==> config.mk <==
export PLATFORM = sky130hd
export DESIGN_NAME = sbuf_arbiter
export DESIGN_NICKNAME = d
export VERILOG_FILES = /design/src/source/aud_fe_pkg.sv /design/src/source/sbuf_arbiter.sv
export SDC_FILE = /design/constraint.sdc
export NUM_CORES = 1
export LEC_CHECK = 0
export BUFFER_PORTS_ARGS = -buffer_cell sky130_fd_sc_hd__buf_2
export CAP_MARGIN = 30
export CORE_MARGIN = 2
export CORE_UTILIZATION = 26
export DETAILED_ROUTE_END_ITERATION = 12
export PLACE_DENSITY = 0.91
export SETUP_SLACK_MARGIN = 0.3
export SYNTH_ARGS = -nofsm -noshare
export SYNTH_HDL_FRONTEND = slang
export SYNTH_SLANG_ARGS = --single-unit
==> constraint.sdc <==
create_clock -name vclk -period 0.84
set_input_delay 0 -clock vclk [all_inputs]
set_output_delay 0 -clock vclk [all_outputs]
set_load 0.02 [all_outputs]
==> src/source/aud_fe_pkg.sv <==
/* audio front end shared definitions
   sizes, config and request structs, size and buffer address helpers */

`default_nettype none

package aud_fe_pkg;

    // --------------------------------------------------
    // sizes
    localparam int SAMPLE_W     = 16;
    localparam int MAX_CH       = 2;
    localparam int MAX_FRAME    = 256;        // also block stride in the buffer
    localparam int SBUF_AW      = 10;
    localparam int SIZE_W       = 8;
    localparam int CNT_W        = 12;
    localparam int QBITS_W      = 6;
    localparam int BUS_AW       = 16;
    localparam int BUS_DW       = 32;
    localparam logic [BUS_AW-1:0] DSP_BUF_BASE = 16'h4000;

    // --------------------------------------------------
    // types
    typedef struct packed {
        logic               save_en;
        logic               proc_en;
        logic               ch_mode;         // 0 one channel, 1 two
        logic               proc_ch;         // channel moved to dsp
        logic [SIZE_W-1:0]  frame_code;      // size = (code+1)*16
        logic [SIZE_W-1:0]  fft_code;
        logic [QBITS_W-1:0] quant_bits;
    } aud_cfg_t;

    typedef logic [MAX_CH-1:0][SAMPLE_W-1:0] aud_pair_t;

    typedef struct packed {
        logic               en;
        logic               we;
        logic [SBUF_AW-1:0] addr;
        logic [SAMPLE_W-1:0] wdata;
    } sbuf_req_t;

    typedef struct packed {
        logic              req;
        logic [BUS_AW-1:0] addr;
        logic [BUS_DW-1:0] wdata;
    } bus_req_t;

    // --------------------------------------------------
    // helpers
    function automatic logic [CNT_W-1:0] code_to_size(input logic [SIZE_W-1:0] code);
        logic [CNT_W-1:0] n;
        n = CNT_W'(code) + 1'b1;
        return n << 4;                       // (code+1)*16
    endfunction

    // (blk*MAX_CH + ch)*MAX_FRAME + idx
    function automatic logic [SBUF_AW-1:0] sbuf_addr(input logic blk, input logic ch,
                                                     input logic [CNT_W-1:0] idx);
        int a;
        a = (int'(blk) * MAX_CH + int'(ch)) * MAX_FRAME + int'(idx);
        return SBUF_AW'(a);
    endfunction

endpackage

`default_nettype wire
==> src/source/sbuf_arbiter.sv <==
/* sample buffer arbiter
   fixed priority to the mover, storer stall count */

`timescale 1ns/1ps
`default_nettype none

module sbuf_arbiter (
    input  wire logic                  clk,
    input  wire logic                  rst_n,
    input  wire aud_fe_pkg::sbuf_req_t sreq,
    input  wire aud_fe_pkg::sbuf_req_t mreq,
    output logic                       sgnt,
    output logic                       mgnt,
    output aud_fe_pkg::sbuf_req_t      ram_req
);

    logic [aud_fe_pkg::CNT_W-1:0] stall_cnt;   // storer lost grants

    // mover reads beat storer writes
    assign mgnt = mreq.en;
    assign sgnt = sreq.en && !mreq.en;

    always_comb begin
        if (mreq.en) begin
            ram_req = mreq;
        end else begin
            ram_req = sreq;                     // en low when idle
        end
    end

    always_ff @(posedge clk or negedge rst_n) begin
        if (!rst_n) begin
            stall_cnt <= '0;
        end else if (sreq.en && mreq.en) begin
            stall_cnt <= stall_cnt + 1'b1;
        end
    end

endmodule

`default_nettype wire

== Yosys cells after proc, flatten, opt, wreduce, memory -nomap -nowiden ==
Index checks and enable logic that the tools add are counted.

* Register bits: 0
* Word-level logic and storage cells: 3
* Bits of input ports: 58

* Reduce and logical (&&, ||, !) cells: 2
* Mux-type cells: 1

{| class="wikitable"
|+ Operators by type and width
! cell !! count
|-
| $mux W28 || 1
|-
| $logic_and A1 B1 Y1 || 1
|-
| $logic_not A1 Y1 || 1
|}

== Depth between registers and ports, before layout ==
* Word-level depth: 2
* Gate-level depth with buffers: 3
* Mapped depth without buffers: 1

== Worst setup path after synthesis ==
No wires, ideal clock.

* Path kind: input port to output port
* From: input mreq[27] in the netlist's numbering
* To: output ram_req[18] in the netlist's numbering
* Setup slack: 0.231 ns
* Arrival time: 0.609 ns
* Data required time: 0.840 ns
* Stages: 3
* Cell sequence: buf_6 -> buf_6 -> mux2_4

{| class="wikitable"
|+ RTL lines
! element !! RTL line !! RTL
|-
| start, declared || sbuf_arbiter.sv:11 || <nowiki>input wire aud_fe_pkg::sbuf_req_t mreq,</nowiki>
|-
| end, declared || sbuf_arbiter.sv:14 || <nowiki>output aud_fe_pkg::sbuf_req_t ram_req</nowiki>
|}

==> flow_summary.rst <==
.. list-table::
   :header-rows: 1

   * - Metric
     - Value
   * - Cell leakage power
     - 0.703 nW
   * - Number of nets with antenna violations after routing
     - 0
   * - Post-CTS Hold Buffers
     - 0
   * - Number of cell rows
     - 13
   * - Number of antenna violations at the first check in global routing
     - 0
   * - Placeable core region
     - ~0.0013 mm²
   * - Max_cap viols
     - 0
   * - Area fraction in compound gates after synthesis
     - 0%
   * - Period utilisation layout
     - between 80 and 90%
   * - Share of the synthesized netlist area taken by xor and xnor gates
     - 0%
   * - Post-CTS setup repair buffer count
     - 0
   * - Post-Synth Simple-Gate Area
     - approximately 3.3%
   * - Synth Cell Area
     - between 300 and 400 µm²
   * - Leading post-synthesis cells by instance count
     - 19 x mux2_2, 8 x mux2_4, 2 x buf_6
   * - Power density normalized to cell area
     - ~700 mW/mm²
   * - Sequential cell count
     - 0
   * - Starting Density
     - 28.6%
   * - Main combinational cell family by area after synthesis
     - multiplexers
   * - Final setup viols
     - 0
   * - Critical-path cell list
     - buf_12 > buf_12 > mux2_4 > buf_6
   * - GPL Wtd Cong
     - ~0.7
   * - Routed length per placed instance
     - roughly 16 µm
   * - Port bufs
     - 86
   * - Multiplexer area fraction after synthesis
     - 87.5%
   * - Syn Inst Count
     - 33
   * - Number of instances in the placed design
     - about 130
   * - Filler Cells Inserted
     - 55
   * - Timing-limited maximum frequency
     - roughly 1400 MHz
   * - Starting DRC count in detailed routing
     - 5
   * - RSZ-0062 raised after global routing
     - true
   * - Cell types occupying the most area after synthesis
     - mux2_2 56%, mux2_4 31%, buf_6 5.9%
   * - YS warnings
     - 0
   * - Number of cells in the finished layout apart from fillers
     - 136
   * - Transition time of the tightest slew-check pin
     - 0.106 ns
   * - Number of nets in the layout
     - 181
   * - Number of vias per cell
     - 4.80
   * - Number of detailed-route iterations in the first pass
     - 4
   * - Portion of synthesized cell area occupied by the leading cell type
     - 56.1%
   * - Class of the most critical hold timing path
     - in2out
   * - GR Layer Usage met3
     - 6.90%
   * - Result of the run
     - completed
   * - Highest cell delay on the worst timing path
     - 0.31 ns
   * - Post-Synthesis Net Count
     - 91
   * - Area taken by flip-flops and latches
     - 0 µm²
   * - Count leader, synth
     - mux2_2
   * - Post-layout min period
     - 0.713 ns
   * - Area grow syn2layout
     - 219%
   * - Via total after detailed routing
     - 653
   * - Total wirelength of the detailed-routed design
     - 2.24 mm
   * - Count of pins over their slew limit
     - 0
   * - Global routing usage summed across all routing layers
     - 25.4%
   * - Met2 global-route usage
     - 48.6%
   * - Count of clock-net buffers in the final layout
     - 0
   * - Die W
     - between 40 and 50 µm
   * - Relative slew slack
     - 93.0%
   * - Worst path slowest cell
     - mux2_4
   * - Startpoint class of the critical path
     - primary input
   * - Kind of critical path
     - in2out
   * - Post-synth top area cell
     - mux2_2
   * - I/O Pins
     - between 80 and 90
   * - Worst Path Max Fanout
     - 6
   * - Post-route DRC
     - 0
   * - Arrival time worst endpoint
     - ~0.71 ns
   * - Synth Area in Adders
     - 0%
   * - Layout cells sized above 1
     - between 90% and 100%
   * - Vias in the first global route
     - 700
   * - First-pass GRT wire length
     - 3.55 mm
   * - Met1 routing resource usage after global routing
     - 27.6%
   * - Post-synthesis sequential area ratio
     - 0%
   * - Distinct cells, synth
     - 7
   * - Maximum number of pins on one net before global-route repair
     - 7
   * - Diode count
     - 0
   * - Cell repeated most along the worst path
     - buf_12
   * - Peak supply drop
     - between 0.4 and 0.5 mV
   * - Sort of element at the end of the critical path
     - primary output
   * - Height of the die
     - approximately 42 µm
   * - Required time worst endpoint
     - 0.84 ns
   * - Final total negative setup slack
     - 0 ns
   * - Mean instance size in the synthesized netlist
     - 11.6 µm²
   * - Count of endpoints failing hold in the final timing report
     - 0
   * - Die outline area
     - 0.00179 mm²
   * - Overflow after GRT
     - 0
   * - Highest-utilization routing layer at the global route stage
     - met2
==> layout by cell type (no fill, tap or decap) <==
master	netlist	layout
buf_2	1	56
buf_6	2	29
buf_16	0	4
mux2_4	8	27
or2_1	1	1
buf_8	0	1
nor2b_4	0	1
buf_12	0	2
==> report_power, final <==
part	switching, mW	internal (mW)	total, mW	leakage [nW]
registers	0	0	0	0
logic	0.337	0.518	0.855	0.703
clock network	0	0	0	0
total	0.337	0.518	0.855	0.703
==> cells by family after synthesis <==
logic type | count (synthesis)
buffers and inverters | 4
multiplexers | 27
AND/OR/NAND/NOR | 2
==> worst max-delay path, delay by kind of cell <==
| kind | cells | cell delay (ns) |
|---|---|---|
| buffers and inverters | 3 | 0.40 |
| muxes | 1 | 0.31 |
==> per-stage QoR <==
stage / total power [mW] / hold slack [ns] / utilization, % / area [µm²] / setup WS (ns)
after floorplan: 0.359 / 0.113 / - / 434 / 0.256
after global placement: 0.569 / 0.305 / 64.5 / 861 / 0.0491
after detailed placement: 0.581 / 0.320 / 64.5 / 861 / 0.0252
after CTS: 0.835 / 0.303 / 90.2 / 1200 / 0.133
after global routing: 0.894 / 0.320 / 91.2 / 1220 / 0.116
final: 0.855 / 0.311 / 91.2 / 1220 / 0.127
==> what timing repair did <==
item                       CTS  global route
gates cloned                 4             0
gates resized for setup     75             4
pin swaps                    1             0
setup endpoints to repair   29            29
==> final cells by class <==
class,instances,area (µm²),share of cell area (%)
multi-input cells,29,425,35.0
well taps,15,18.8,1.54
repair buffers,92,772,63.5
==> routing by layer <==
| metal | vias to the layer above | share of wire [%] |
|---|---|---|
| li1 | 301 | - |
| met1 | 286 | 37 |
| met2 | 62 | 50 |
| met3 | 4 | 11 |
| met4 | 0 | 1.7 |
| met5 | - | 0 |
==> worst paths after layout <==
check	start	endpoint	cells after the start
worst max-delay path	mreq[27]	ram_req[4]	4
worst min-delay path	mreq[10]	ram_req[10]	3
(Power assumes the default switching activity.)
