## src/source/aud_fe_pkg.sv

```systemverilog
/* audio front end shared definitions
   sizes, config and request structs, size and buffer address helpers */

`default_nettype none

package aud_fe_pkg;

    // --------------------------------------------------
    // sizes
    localparam int SAMPLE_W     = 16;
    localparam int MAX_CH       = 2;
    localparam int MAX_FRAME    = 256;        // also block stride in the buffer
    localparam int SBUF_AW      = 10;
    localparam int SIZE_W       = 8;
    localparam int CNT_W        = 12;
    localparam int QBITS_W      = 6;
    localparam int BUS_AW       = 16;
    localparam int BUS_DW       = 32;
    localparam logic [BUS_AW-1:0] DSP_BUF_BASE = 16'h4000;

    // --------------------------------------------------
    // types
    typedef struct packed {
        logic               save_en;
        logic               proc_en;
        logic               ch_mode;         // 0 one channel, 1 two
        logic               proc_ch;         // channel moved to dsp
        logic [SIZE_W-1:0]  frame_code;      // size = (code+1)*16
        logic [SIZE_W-1:0]  fft_code;
        logic [QBITS_W-1:0] quant_bits;
    } aud_cfg_t;

    typedef logic [MAX_CH-1:0][SAMPLE_W-1:0] aud_pair_t;

    typedef struct packed {
        logic               en;
        logic               we;
        logic [SBUF_AW-1:0] addr;
        logic [SAMPLE_W-1:0] wdata;
    } sbuf_req_t;

    typedef struct packed {
        logic              req;
        logic [BUS_AW-1:0] addr;
        logic [BUS_DW-1:0] wdata;
    } bus_req_t;

    // --------------------------------------------------
    // helpers
    function automatic logic [CNT_W-1:0] code_to_size(input logic [SIZE_W-1:0] code);
        logic [CNT_W-1:0] n;
        n = CNT_W'(code) + 1'b1;
        return n << 4;                       // (code+1)*16
    endfunction

    // (blk*MAX_CH + ch)*MAX_FRAME + idx
    function automatic logic [SBUF_AW-1:0] sbuf_addr(input logic blk, input logic ch,
                                                     input logic [CNT_W-1:0] idx);
        int a;
        a = (int'(blk) * MAX_CH + int'(ch)) * MAX_FRAME + int'(idx);
        return SBUF_AW'(a);
    endfunction

endpackage

`default_nettype wire
```

## src/source/sample_store.sv

```systemverilog
/* sample storer
   captures input pairs and writes them into ping-pong frame blocks */

`timescale 1ns/1ps
`default_nettype none

module sample_store (
    input  wire logic                    clk,
    input  wire logic                    rst_n,
    input  wire aud_fe_pkg::aud_cfg_t    cfg,
    input  wire aud_fe_pkg::aud_pair_t   aud_data,
    input  wire logic                    aud_valid,
    output aud_fe_pkg::sbuf_req_t        sreq,
    input  wire logic                    sgnt,
    output logic                         frame_done,
    output logic                         done_blk,
    output logic                         intr
);

    // --------------------------------------------------
    // state
    aud_fe_pkg::aud_pair_t          pair_r;  // captured pair
    logic                           save_en_d;
    logic                           save_fall;
    logic                           wr_busy;  // pair being written
    logic                           wr_ch;    // channel in flight
    logic                           blk;      // block being filled
    logic [aud_fe_pkg::CNT_W-1:0]   idx;      // sample index in frame
    logic [aud_fe_pkg::CNT_W-1:0]   frame_size;
    logic                           capture;
    logic                           last_ch;
    logic                           last_idx;

    assign frame_size = aud_fe_pkg::code_to_size(cfg.frame_code);
    assign save_fall  = save_en_d && !cfg.save_en;
    assign capture    = aud_valid && cfg.save_en && !wr_busy;  // busy drops new valids
    assign last_ch    = (wr_ch == cfg.ch_mode);
    assign last_idx   = (idx == frame_size - 1'b1);

    always_ff @(posedge clk or negedge rst_n) begin
        if (!rst_n) begin
            save_en_d <= 1'b0;
        end else begin
            save_en_d <= cfg.save_en;
        end
    end

    // payload, loaded on accepted valid
    always_ff @(posedge clk) begin
        if (capture) begin
            pair_r <= aud_data;
        end
    end

    // --------------------------------------------------
    // write sequencing
    always_ff @(posedge clk or negedge rst_n) begin
        if (!rst_n) begin
            wr_busy    <= 1'b0;
            wr_ch      <= 1'b0;
            blk        <= 1'b0;
            idx        <= '0;
            frame_done <= 1'b0;
        end else begin
            frame_done <= 1'b0;
            if (save_fall) begin
                wr_busy <= 1'b0;
                wr_ch   <= 1'b0;
                blk     <= 1'b0;
                idx     <= '0;
            end else if (capture) begin
                wr_busy <= 1'b1;
                wr_ch   <= 1'b0;
            end else if (wr_busy && sgnt) begin
                if (last_ch) begin
                    wr_busy <= 1'b0;
                    wr_ch   <= 1'b0;
                    if (last_idx) begin
                        idx        <= '0;
                        blk        <= !blk;       // swap ping-pong block
                        frame_done <= 1'b1;
                    end else begin
                        idx <= idx + 1'b1;
                    end
                end else begin
                    wr_ch <= 1'b1;
                end
            end
        end
    end

    // --------------------------------------------------
    // buffer request and outputs
    always_comb begin
        sreq.en    = wr_busy;
        sreq.we    = 1'b1;
        sreq.addr  = aud_fe_pkg::sbuf_addr(blk, wr_ch, idx);
        sreq.wdata = pair_r[wr_ch];
    end

    assign done_blk = !blk;                   // block just closed
    assign intr     = frame_done;

endmodule

`default_nettype wire

```

## config.mk

```make
export PLATFORM = sky130hd
export DESIGN_NAME = sample_store
export DESIGN_NICKNAME = d
export VERILOG_FILES = /design/src/source/aud_fe_pkg.sv /design/src/source/sample_store.sv
export SDC_FILE = /design/constraint.sdc
export NUM_CORES = 1
export LEC_CHECK = 0
export BUFFER_PORTS_ARGS = -buffer_cell sky130_fd_sc_hd__buf_4
export CAP_MARGIN = 20
export CORE_MARGIN = 2
export CORE_UTILIZATION = 53
export DETAILED_ROUTE_END_ITERATION = 16
export PLACE_DENSITY_LB_ADDON = 0.2
export SLEW_MARGIN = 20
export SYNTH_ARGS = -nofsm -noshare
export SYNTH_HDL_FRONTEND = slang
export SYNTH_SLANG_ARGS = --single-unit
export TNS_END_PERCENT = 100
```

## constraint.sdc

```tcl
create_clock -name clk -period 5.6 [get_ports clk]
set_clock_uncertainty 0.1 [all_clocks]
set_input_delay 0.56 -clock clk [delete_from_list [all_inputs] [get_ports clk]]
set_output_delay 0.56 -clock clk [all_outputs]
set_load 0.01 [all_outputs]
```

# Yosys cells after proc, flatten, opt, wreduce, memory -nomap -nowiden
# Index checks and enable logic that the tools add are counted.
# word_totals
register_bits,49
inputBits,62
wordCells,57
# classes
n_addsub,5
magnitude_cmp,1
n_eq_ne,3
mux,25
reduce_logical,15
# ops
operator,n
12-bit two-way mux,5
16-bit two-way mux,2
1-bit two-way mux,18
"12-bit by 1-bit adder with 12-bit output, second input constant",1
12-bit equality test,1
"12-bit by 1-bit subtractor with 12-bit output, second input constant",1
10-bit adder,1
"8-bit by 1-bit adder with 8-bit output, second input constant",1
2-bit nonzero test,3
3-bit nonzero test,2
1-bit logical AND,4
4-bit AND reduction,1
1-bit zero test,3
3-bit AND reduction,1
2-bit by 1-bit adder with 2-bit output,1
"1-bit by 2-bit < comparator with 1-bit output, second input constant",1
"2-bit inequality test, second input constant",1
2-bit AND reduction,1
1-bit equality test,1

# Depth between registers and ports, before layout
# depth
ltp_word,8
depth_mapped,9

# Worst setup path before layout
# No wires, ideal clock.
# synth_path
path_kind,input-to-reg
start,input port cfg[14] in the netlist's numbering
end,register blk
setup_time_ps,79
t_arrival_ps,2568
required_ps,5421
setup_slack_ps,2853
stages,7
n_path_buf,0
path_cell_list,ha_1 > or4_4 > a21o_1 > o311ai_2 > nand4_2 > nor4_4 > mux2i_1
# synth_via
elab_chain_len,5
# synth_rtl
element,line_no,text
start: declaration,sample_store.sv:10,"input wire aud_fe_pkg::aud_cfg_t cfg,"
8-bit by 1-bit adder with 8-bit output,aud_fe_pkg.sv:52,n = CNT_W'(code) + 1'b1;
12-bit by 1-bit subtractor with 12-bit output,sample_store.sv:38,assign last_idx = (idx == frame_size - 1'b1);
12-bit equality test,sample_store.sv:38,
2-bit nonzero test (no source line),-,
4-bit AND reduction (no source line),-,
end signal: assignment,sample_store.sv:80,blk <= !blk;
end: declaration,sample_store.sv:27,logic blk;
# No other way between the ends.
# A chain may end at the register's enable or synchronous reset.

# Worst setup path after layout
# Same ends and word-level chain as after synthesis.

==> results.yml <==
status:
  status: "complete, no violations"
yosys:
  synth-async-reset-ratio_pct: 34.69
  yosysSeqAreaShare_pct: 54.02
  netlist_instances: 217
  ys_ff_latch: 49
  yosys.cell_types.count: 51
  synth_top_area_share_pct: 37.45
  synth_fp_nets: 282
  avgSynthCellArea_sq_um: 11.83
  synth_edf_count: 32
  syn_area_sq_um: 2566
  ys_warn_count: 0
  ys.flop_type: "edfxtp_1"
  synth_largest_area_cell: "edfxtp_1"
  synthTopCellsByArea: "edfxtp_1 37%, dfrtp_1 17%, mux2_2 7.0%, buf_4 3.8%, nand2_1 3.2%"
pwr:
  p_leak_nw: 1.300
  ir_drop_mv: 0.2209
  total_power_mw: 0.8570
  powerDensity_nw_per_um2: 269.8
placed_design:
  io_buffer_count: 75
  dpl-instance-area_sq_um: 3089
  pre_cts_slack_ns: 2.414
  place.gp.congestion: 0.7971
  placed_cells_incl_taps: 329
  dp_hpwl_mm: 3.563
grt:
  grt-ovfl-total: 0
  grt_busiest_layer: "met2"
  grtUsageMet3_pct: 8.093
  grt_pass1_vias: 1813
  met1_usage_pct: 22.40
  antenna_found_initial: 0
  grt_max_degree: 33
  gr-usage-met2_pct: 31.85
  grt_pass1_wl_mm: 7.866
  gr-usage-all-layers_pct: 18.99
floorplan:
  core-area_sq_um: 4692
  num_rows: 25
  start_util_pct: 54.69
  die_x_microns: 73.59
  die-area_sq_um: 5415
  die_h_microns: 73.59
  ios: 93
cts:
  clock_latency_ns: 0.29
  ctsHoldBuffers: 0
  numCtsBuffers: 5
  postCtsSetupBuffers: 0
  cts_root_buf: "clkbuf_8"
  clk_path_buf_depth: 2
  cts.sinks: 49
  tritoncts: "done"
  clk_pin_slew_ns: 0.08
  cts_resized: 0
  htree_levels: 2
drt:
  final_antenna_net_count: 0
  vias_per_cell: 5.626
  num_vias: 1896
  remaining_drc_errors: 0
  routed_wl_mm: 4.796
  wl_per_cell_microns: 14.23
  first_pass_iters: 4
  drt-initial-drc-count: 126
setup_path:
  arrival_ns: 2.98
  worstPathRequired_ns: 5.72
  critPathKind: "in -> reg"
  r2r-end: "idx[8]"
  cp-start-kind: "primary input"
  r2r_start: "wr_ch"
  ff2ff_setup_slack_ns: 2.82
  end_kind: "flip-flop"
  crit_fanout: 8
  r2r_cells: 7
min_path:
  hp-class: "in -> async"
timing:
  tightest_slew_ns: 0.9009
  max_clock_freq_mhz: 348.8
  slew_headroom_pct: 39.81
  whs_ns: 0.01862
  setup_slack_ns: 2.733
  period_share_pct: 51.20
  finalSetupViolations: 0
  layout_min_cycle_time_ns: 2.867
  drv_slew: 0
  finalSetupTns_ns: 0
  hold_violations: 0
  rsz0062_at_grt: "no"
final_layout:
  num-fill-cells: 375
  post-route-util_pct: 67.71
  final_cells: 337
  area_growth_pct: 23.79
  final_nets: 347
  layout_commonest_cell: "buf_4"
  drive_above_1_share_pct: 38.52
  final_area_sq_um: 3177
  num_antenna_cells: 0
  final_cell_mix: "76 x buf_4, 32 x edfxtp_1, 22 x nand2_1"
flow_run:
  max-cap-violations: 0
power by group:
group	switching (mW)	internal, mW
Combinational	0.0919	0.112
Clock	0.109	0.0880
Sequential	0.0353	0.421
Total	0.236	0.621
synth_stat cells, types with 2 or more instances:
library cell and count:
ha_1 3, buf_4 13, a21o_1 3, nor4b_1 2, o21ai_0 7, nand2_1 22
nand2b_1 4, nor3b_1 2, xor2_1 9, a21oi_1 4, nor2b_1 2, or3_1 2
or2_2 2, edfxtp_1 32, dfrtp_1 17, a31oi_1 5, nand3b_1 2, mux2_2 16
clkbuf_1 4, xnor2_1 6, or4_1 2, o211ai_1 2, and3_1 2, nor2_1 7
nand3_1 11, nor3_1 7, o2111ai_1 2, inv_1 4
per-layer routing:
layer / part of all wire [%] / wire (microns) / vias up
met5: 0 / 0 / -
met4: 0.33 / 16 / 0
met3: 8.4 / 405 / 2
met2: 51 / 2429 / 64
met1: 41 / 1944 / 909
li1: - / - / 921
worst max path at each step:
stage,slack [ns],endpoint,cells after the start,startpoint
finish,2.73,blk,8,cfg[14]
global route,2.53,idx[11],7,wr_ch
CTS,2.74,blk,8,cfg[14]
detailed placement,2.41,blk,8,cfg[14]
global placement,2.46,blk,8,cfg[14]
floorplan,2.85,blk,7,cfg[14]
registers in the layout, summed over array words and instances, names as in the netlist:
register / flops
blk: 1
frame_done: 1
idx: 12
pair_r: 32
save_en_d: 1
wr_busy: 1
wr_ch: 1
area by class of cell:
type,count,area (sq um),share of cell area [%]
sequential,49,1386,43.64
tap,54,67.56,2.127
inverter,4,15.01,0.4726
timing repair buffer,76,570.5,17.96
clock inverter,2,15.01,0.4726
clock buffer,6,72.57,2.284
multi-input combinational,146,1050,33.04
kinds of logic after synthesis:
| logic type | after synthesis | share of synthesized area [%] |
|---|---|---|
| buf+inv | 22 | 5.168 |
| mux | 18 | 8.288 |
| flops | 49 | 54.02 |
| xor+xnor | 15 | 5.120 |
| fa+ha+maj | 3 | 1.463 |
| compound gates | 31 | 8.387 |
| other cells | 1 | 0.1461 |
| simple gates | 78 | 17.41 |
worst max-delay path: stages:
cell and delay [ns]:
buf_4 0.14, ha_1 0.29, or4_4 0.56, a21o_1 0.22
o311ai_2 0.28, nand4_2 0.20, nor4_4 0.50, mux2i_1 0.24
(Power assumes the default switching activity.)
