$ cat src/source/aud_fe_pkg.sv
/* audio front end shared definitions
   sizes, config and request structs, size and buffer address helpers */

`default_nettype none

package aud_fe_pkg;

    // --------------------------------------------------
    // sizes
    localparam int SAMPLE_W     = 16;
    localparam int MAX_CH       = 2;
    localparam int MAX_FRAME    = 256;        // also block stride in the buffer
    localparam int SBUF_AW      = 10;
    localparam int SIZE_W       = 8;
    localparam int CNT_W        = 12;
    localparam int QBITS_W      = 6;
    localparam int BUS_AW       = 16;
    localparam int BUS_DW       = 32;
    localparam logic [BUS_AW-1:0] DSP_BUF_BASE = 16'h4000;

    // --------------------------------------------------
    // types
    typedef struct packed {
        logic               save_en;
        logic               proc_en;
        logic               ch_mode;         // 0 one channel, 1 two
        logic               proc_ch;         // channel moved to dsp
        logic [SIZE_W-1:0]  frame_code;      // size = (code+1)*16
        logic [SIZE_W-1:0]  fft_code;
        logic [QBITS_W-1:0] quant_bits;
    } aud_cfg_t;

    typedef logic [MAX_CH-1:0][SAMPLE_W-1:0] aud_pair_t;

    typedef struct packed {
        logic               en;
        logic               we;
        logic [SBUF_AW-1:0] addr;
        logic [SAMPLE_W-1:0] wdata;
    } sbuf_req_t;

    typedef struct packed {
        logic              req;
        logic [BUS_AW-1:0] addr;
        logic [BUS_DW-1:0] wdata;
    } bus_req_t;

    // --------------------------------------------------
    // helpers
    function automatic logic [CNT_W-1:0] code_to_size(input logic [SIZE_W-1:0] code);
        logic [CNT_W-1:0] n;
        n = CNT_W'(code) + 1'b1;
        return n << 4;                       // (code+1)*16
    endfunction

    // (blk*MAX_CH + ch)*MAX_FRAME + idx
    function automatic logic [SBUF_AW-1:0] sbuf_addr(input logic blk, input logic ch,
                                                     input logic [CNT_W-1:0] idx);
        int a;
        a = (int'(blk) * MAX_CH + int'(ch)) * MAX_FRAME + int'(idx);
        return SBUF_AW'(a);
    endfunction

endpackage

`default_nettype wire
$ cat src/source/frame_mover.sv
/* frame mover
   reads the selected channel of a finished block, writes it to the dsp
   buffer, pads zero words to the fft size and pulses start_proc */

`timescale 1ns/1ps
`default_nettype none

module frame_mover (
    input  wire logic                            clk,
    input  wire logic                            rst_n,
    input  wire aud_fe_pkg::aud_cfg_t            cfg,
    input  wire logic                            frame_done,
    input  wire logic                            done_blk,
    output aud_fe_pkg::sbuf_req_t                mreq,
    input  wire logic                            mgnt,
    input  wire logic [aud_fe_pkg::SAMPLE_W-1:0] rdata,
    output aud_fe_pkg::bus_req_t                 bus,
    input  wire logic                            bus_gnt,
    output logic                                 start_proc,
    output logic                                 quant_flag
);

    typedef enum logic [2:0] {
        ST_IDLE,
        ST_READ,
        ST_WAIT,
        ST_WRITE,
        ST_FILL,
        ST_DONE
    } mv_state_t;

    mv_state_t                           state;
    logic                                blk_r;      // block being moved
    logic [aud_fe_pkg::CNT_W-1:0]        cnt;        // word index
    logic [aud_fe_pkg::CNT_W-1:0]        nxt_cnt;
    logic [aud_fe_pkg::CNT_W-1:0]        frame_size;
    logic [aud_fe_pkg::CNT_W-1:0]        fft_size;
    logic                                start_move;
    logic                                rd_blk;
    logic                                last_sample;
    logic                                last_word;
    logic                                need_fill;
    logic                                bus_req_r;
    logic [aud_fe_pkg::BUS_AW-1:0]       bus_addr_r;
    logic [aud_fe_pkg::BUS_DW-1:0]       bus_wdata_r;

    // {zero, quant tag, sample}
    function automatic logic [aud_fe_pkg::BUS_DW-1:0] make_word(
        input logic [aud_fe_pkg::QBITS_W-1:0]  qbits,
        input logic [aud_fe_pkg::SAMPLE_W-1:0] s
    );
        logic [aud_fe_pkg::BUS_DW-1:0] w;
        w = '0;
        w[aud_fe_pkg::SAMPLE_W-1:0] = s;
        w[aud_fe_pkg::SAMPLE_W +: aud_fe_pkg::QBITS_W] = qbits;
        return w;
    endfunction

    function automatic logic [aud_fe_pkg::BUS_AW-1:0] word_addr(
        input logic [aud_fe_pkg::CNT_W-1:0] k
    );
        logic [aud_fe_pkg::BUS_AW-1:0] off;
        off = aud_fe_pkg::BUS_AW'(k) << 2;
        return aud_fe_pkg::DSP_BUF_BASE + off;
    endfunction

    assign frame_size  = aud_fe_pkg::code_to_size(cfg.frame_code);
    assign fft_size    = aud_fe_pkg::code_to_size(cfg.fft_code);
    assign need_fill   = (fft_size > frame_size);
    assign last_sample = (cnt == frame_size - 1'b1);
    assign last_word   = (cnt == fft_size - 1'b1);
    assign nxt_cnt     = cnt + 1'b1;
    assign start_move  = (state == ST_IDLE) && frame_done && cfg.proc_en;

    // first read goes out in the same cycle as frame_done
    assign rd_blk = (state == ST_IDLE) ? done_blk : blk_r;

    always_comb begin
        mreq.en    = start_move || (state == ST_READ);
        mreq.we    = 1'b0;
        mreq.addr  = aud_fe_pkg::sbuf_addr(rd_blk, cfg.proc_ch, cnt);
        mreq.wdata = '0;
    end

    // --------------------------------------------------
    // move FSM
    always_ff @(posedge clk or negedge rst_n) begin
        if (!rst_n) begin
            state      <= ST_IDLE;
            blk_r      <= 1'b0;
            cnt        <= '0;
            bus_req_r  <= 1'b0;
            quant_flag <= 1'b0;
        end else begin
            case (state)
                ST_IDLE: begin
                    if (start_move) begin
                        blk_r      <= done_blk;
                        cnt        <= '0;
                        quant_flag <= 1'b0;       // fresh move
                        state      <= mgnt ? ST_WAIT : ST_READ;
                    end
                end
                ST_READ: begin
                    if (mgnt) begin
                        state <= ST_WAIT;
                    end
                end
                ST_WAIT: begin
                    bus_req_r <= 1'b1;
                    state     <= ST_WRITE;
                    if (rdata[aud_fe_pkg::SAMPLE_W-1] ^ rdata[aud_fe_pkg::SAMPLE_W-2]) begin
                        quant_flag <= 1'b1;       // top bits disagree
                    end
                end
                ST_WRITE: begin
                    if (bus_gnt) begin
                        cnt <= nxt_cnt;
                        if (!last_sample) begin
                            bus_req_r <= 1'b0;
                            state     <= ST_READ;
                        end else if (need_fill) begin
                            state <= ST_FILL;     // req stays up
                        end else begin
                            bus_req_r <= 1'b0;
                            state     <= ST_DONE;
                        end
                    end
                end
                ST_FILL: begin
                    if (bus_gnt) begin
                        cnt <= nxt_cnt;
                        if (last_word) begin
                            bus_req_r <= 1'b0;
                            state     <= ST_DONE;
                        end
                    end
                end
                ST_DONE: begin
                    cnt   <= '0;
                    state <= ST_IDLE;
                end
                default: begin
                    state <= ST_IDLE;
                end
            endcase
        end
    end

    // bus payload, changes only outside a pending request
    always_ff @(posedge clk) begin
        if (state == ST_WAIT) begin
            bus_addr_r  <= word_addr(cnt);
            bus_wdata_r <= make_word(cfg.quant_bits, rdata);
        end else if ((state == ST_WRITE) && bus_gnt && last_sample && need_fill) begin
            bus_addr_r  <= word_addr(nxt_cnt);
            bus_wdata_r <= make_word(cfg.quant_bits, '0);
        end else if ((state == ST_FILL) && bus_gnt && !last_word) begin
            bus_addr_r  <= word_addr(nxt_cnt);
        end
    end

    always_comb begin
        bus.req   = bus_req_r;
        bus.addr  = bus_addr_r;
        bus.wdata = bus_wdata_r;
    end

    assign start_proc = (state == ST_DONE);

endmodule

`default_nettype wire

$ cat config.mk
export PLATFORM = sky130hd
export DESIGN_NAME = frame_mover
export DESIGN_NICKNAME = d
export VERILOG_FILES = /design/src/source/aud_fe_pkg.sv /design/src/source/frame_mover.sv
export SDC_FILE = /design/constraint.sdc
export NUM_CORES = 1
export LEC_CHECK = 0
export ABC_AREA = 1
export BUFFER_PORTS_ARGS = -buffer_cell sky130_fd_sc_hd__buf_4
export CAP_MARGIN = 10
export CORE_MARGIN = 8
export CORE_UTILIZATION = 52
export DETAILED_ROUTE_END_ITERATION = 7
export PLACE_DENSITY = 0.81
export SLEW_MARGIN = 10
export SYNTH_ARGS = -nofsm -noshare
export SYNTH_HDL_FRONTEND = slang
export SYNTH_SLANG_ARGS = --single-unit
$ cat constraint.sdc
create_clock -name clk -period 3.03 [get_ports clk]
set_clock_uncertainty 0.05 [all_clocks]
set_input_delay 0.1515 -clock clk [delete_from_list [all_inputs] [get_ports clk]]
set_output_delay 0.1515 -clock clk [all_outputs]
set_load 0.01 [all_outputs]
Yosys cells after proc, flatten, opt, wreduce, memory -nomap -nowiden
Cells that the tools add are included.

storage, ports and cells
  input bits = 48
  logic and storage cells = 81
  output and inout port bits = 79
  flip-flop bits (word level) = 56

cells by class
  magnitude comparators = 1
  eq/ne operators = 15
  muxes and demuxes = 27
  $add $sub $neg = 9
  reduce and logical (&&, ||, !) cells = 21
  bitwise logic cells = 1

operators by type and width
  operator                count
  $mux 16                 3
  $mux 22                 2
  $pmux 12 s3             1
  $add 15x14->16 const A  2
  $eq 12x12->1            2
  $mux 12                 2
  $sub 12x1->12 const B   2
  $mux 3                  6
  $add 8x1->8 const B     2
  $pmux 3 s5              1
  $add 12x1->12 const B   1
  $gt 12x12->1            1
  $ne 2x2->1 const B      6
  $add 10x10->10          1
  $reduce_and 5->1        2
  $mux 1                  9
  $reduce_bool 3->1       3
  $logic_and 1x1->1       7
  $eq 3x2->1 const B      2
  $eq 3x3->1 const B      2
  $reduce_and 3->1        2
  $reduce_bool 2->1       2
  $eq 3x1->1 const B      1
  $logic_not 3->1         1
  11 further kinds        11

Longest topological paths before layout
  word-level depth = 8
  mapped depth = 19
  depth with buffers taken out = 18

Worst setup path before layout
Ideal clock, no wire load.

  path kind = in2reg
  start point = in cfg[14] (netlist bit)
  end point = reg bus_wdata_r[0] (netlist bit) (enable)
  setup time = 379 ps
  path buffers = 0
  cell stages on the path = 15
  data arrival time = 2120 ps
  path slack = 481 ps
  data required time = 2601 ps
  cell sequence = ha_1 -> nand2_2 -> nor2_4 -> nand2_1 -> nand2_1 -> nand2_2 -> ha_1 -> nand2_1 -> a21oi_2 -> nand2_1 -> nor2_1 -> nor2_1 -> nor2_2 -> nand4_1 -> nand2_1

on the way
  word-level cells in the longest chain between the ends = 6
  elaborated cells on any way between the ends = 7
  those cells by class = 2 x add/sub; 1 x order compare; 1 x eq/ne; 3 x reduce/logical

RTL lines
  item                             line                text
  start, declared                  frame_mover.sv:11   input wire aud_fe_pkg::aud_cfg_t cfg,
  $add 8x1->8 (*)                  aud_fe_pkg.sv:52    n = CNT_W'(code) + 1'b1;
  $sub 12x1->12                    frame_mover.sv:70   assign last_sample = (cnt == frame_size - 1'b1);
  $eq 12x12->1                     frame_mover.sv:70
  $logic_and 1x1->1                frame_mover.sv:155  end else if ((state == ST_WRITE) && bus_gnt && last_sample && need_fill) begin
  $logic_and 1x1->1 (*)            frame_mover.sv:155
  $reduce_bool 2->1 (no line) (*)  n/a
  end signal, assigned             frame_mover.sv:154  bus_wdata_r <= make_word(cfg.quant_bits, rdata);
  end signal, assigned             frame_mover.sv:157  bus_wdata_r <= make_word(cfg.quant_bits, '0);
  end, declared                    frame_mover.sv:45   logic [aud_fe_pkg::BUS_DW-1:0] bus_wdata_r;

Mark *: on every way between the ends. The rest lies on a longest branch, timed or not.
A chain may end at the register's enable or synchronous reset.

Final worst setup path
  start point = reg cnt[0] (netlist bit)
  end point = reg bus_wdata_r[15] (netlist bit) (enable)

on the way
  word-level cells in the longest chain between the ends = 4

RTL lines
  item                             line                text
  start, declared                  frame_mover.sv:34   logic [aud_fe_pkg::CNT_W-1:0] cnt;
  start signal, assigned           frame_mover.sv:118  cnt <= nxt_cnt;
  start signal, assigned           frame_mover.sv:132  cnt <= nxt_cnt;
  $eq 12x12->1                     frame_mover.sv:70
  $logic_and 1x1->1 (2 in series)  frame_mover.sv:155
  $reduce_bool 2->1 (no line)      n/a

No other way between the ends.

==> impl_results.md <==
- Run status: completed
- Total grt overflow: 0
- Vias in the first global route: 3241
- Synth top area share: 0.259
- Ys async rst share: 0.346
- CP Class: reg -> reg
- Max Freq: 405 MHz
- Initial Util: 0.540
- Worst Setup Start Kind: flop
- Leakage power: 2.31 nW
- Synth Instances: 508
- Clock root buffer: clkbuf_8
- Cell Pwr Density: 546 nW/um^2
- Die ar.: 10600 sq um
- Top FF cell, synth: edfxtp_1
- Setup violators final: 0
- Wire per inst: 13.5 um
- DRT antenna net count: 0
- Clock sinks: 52
- Seq/Total Area, Yosys: 0.374
- Setup TNS: 0 ns
- Worst Path Arrival: 2.40 ns
- I/O Buffers: 93
- Unrepaired setup endpoints after global routing: false
- Crit-path slowest cell: dfrtp_1
- Yosys warnings: 0
- Cell Area, Synth: 3940 sq um
- Post-CTS repair timing setup buffer count: 0
- Required @ worst endpoint: 2.96 ns
- Most used cell, CP: nand2_1
- Area Overhead vs Synth: 19.7%
- Post-detail-place hpwl: 7430 um
- Row Count: 31
- CP Capture Type: flop
- Die Y: 103 um
- I/O pins: 127
- Post-CTS resize count: 0
- Distinct cell type count after synthesis: 37
- Final wirelength: 9440 um
- Filler cells: 613
- First-pass GRT wire length: 14800 um
- Clock buffer depth: 2
- Slew headroom: 0.538
- Via/cell ratio: 4.99
- VDD IR-drop max: 0.257 mV
- Class of the worst hold path: in -> reg
- GP Congestion: 0.897
- EDFF count, synth: 34
- Layout cell share with drive strength beyond 1: 0.283
- Final Max Tran Viols: 0
- Tcrit/Tclk final: 0.815
- Cells after DPL: 684
- NumNets Final: 658
- Synth Area per Inst: 7.75 sq um
- MaxCap Viol Count: 0
- Die X: 103 um
- Pin count of the biggest net entering global routing: 25
- Top post-synthesis cells by area: edfxtp_1 (26%), nand2_1 (12%), dfrtp_1 (11%)
- Clk slew on worst S/H paths: 0.09 ns
- Final Hold Fails: 0
- Via count: 3488
- Most frequent cell after synthesis: nand2_1
- CP max FO: 22
- Antenna fix cells: 0
- Worst-Margin Slew: 0.693 ns
- CTS tree: yes
- Synth area leader: edfxtp_1
- Non-filler cells, final: 699
- Synth top cells by count: nand2_1 (128), inv_1 (67), buf_4 (42), nor2_1 (42), nand3_1 (36)
- CTS Buf Count: 5
- Cell chain of the critical path: ha_1 > nand2_1 > nor2_1 > nand3_1 > nor2_1 > nand2_1 > inv_1 > nand3_1 > nor2_2 > nand4_1 > nand2_1 > buf_4
- Max stage delay on crit path: 0.47 ns
- Initial antenna violation count: 0
- Period minus WS final: 2.47 ns
- Clock Latency Late Sink: 0.30 ns
- Total GRT Usage: 0.175
- First-pass DRT Iterations: 4
- Drt drc: 0
- Placeable Area: 7290 sq um
- Iter 0 DRT Violations: 144
- # H-tree levels: 2
- Number of synthesized register bits: 52
[placed cells by master (no fill, tap or decap), drive strengths merged, types with 9 or more instances in the layout]
| master | instances |
|---|---|
| edfxtp | 34 |
| xor2 | 9 |
| nor3 | 9 |
| inv | 79 |
| o21ai | 22 |
| buf | 97 |
| o22ai | 9 |
| nand2 | 145 |
| ha | 11 |
| conb | 31 |
| nor2 | 56 |
| dfrtp | 18 |
| nand3 | 40 |
[timing repair]
item                                    CTS  global route
hold buffers                              7             0
endpoints found under the setup margin    0             0
endpoints found under the hold margin    24             0
[cells by family (layout without fill, tap and decap cells)]
family | count (synthesis) | count (layout) | synth area share
buf+inv | 128 | 191 | 0.164
simple gates | 260 | 260 | 0.316
fa+ha+maj | 11 | 11 | 0.0349
flops | 52 | 52 | 0.374
xor+xnor | 16 | 16 | 0.0356
other cells | 2 | 31 | 0.00191
compound gates | 39 | 39 | 0.0734
[final cells by class]
type / count / area, sq um / area share
clock buffer: 6 / 72.6 / 0.0154
clock inverter: 2 / 16.3 / 0.00345
inverter: 79 / 297 / 0.0629
multi-input combinational: 357 / 1930 / 0.410
sequential: 52 / 1470 / 0.312
tap: 99 / 124 / 0.0263
timing repair buffer: 104 / 798 / 0.169
[per-layer routing]
layer	share of wire	track usage
met2	0.51	0.313
met4	0.012	0.0512
met1	0.40	0.212
met3	0.083	0.0250
met5	0	0
[final timing paths]
| path | start | end | slack, ns | cells past startpoint |
|---|---|---|---|---|
| max | cnt[0] | bus_wdata_r[15] | 0.56 | 12 |
| min | done_blk | blk_r | 0.09 | 3 |
| max reg2reg | cnt[0] | bus_wdata_r[15] | 0.56 | 12 |
| min reg2reg | bus_req_r | bus_req_r | 0.44 | 2 |
| max in group asynchronous | rst_n | state[0] | 2.48 | 2 |
| min in group asynchronous | rst_n | cnt[4] | 0.24 | 2 |
[critical path: cells and delay by family (launching register included)]
kind,cells,cell delay (ns)
adder cells (fa/ha/maj),1,0.22
buffers and inverters,2,0.35
flip-flops,1,0.47
AND/OR/NAND/NOR,9,1.05
[sequential cells by signal, indices dropped and copies added (netlist names)]
signal	count
bus_addr_r	12
blk_r	1
bus_wdata_r	22
quant_flag	1
state	3
bus_req_r	1
cnt	12
[stage by stage]
step	util	instance area, sq um	hold WS (ns)	worst slack (ns)	power, mW
floorplan	-	4050	-0.194	0.481	1.77
global placement	0.625	4550	-0.0122	0.417	2.15
detailed placement	0.625	4550	-0.0111	0.339	2.19
CTS	0.646	4710	0.0892	0.563	2.58
global route	0.646	4710	0.0944	0.333	2.73
finish	0.646	4710	0.0859	0.559	2.57
[power breakdown]
part / internal, mW / leakage, nW / switching (mW)
Clock: 0.165 / 0.0414 / 0.223
Sequential: 0.980 / 0.566 / 0.0649
Combinational: 0.437 / 1.70 / 0.704
Power figures use the tool's default switching activity.
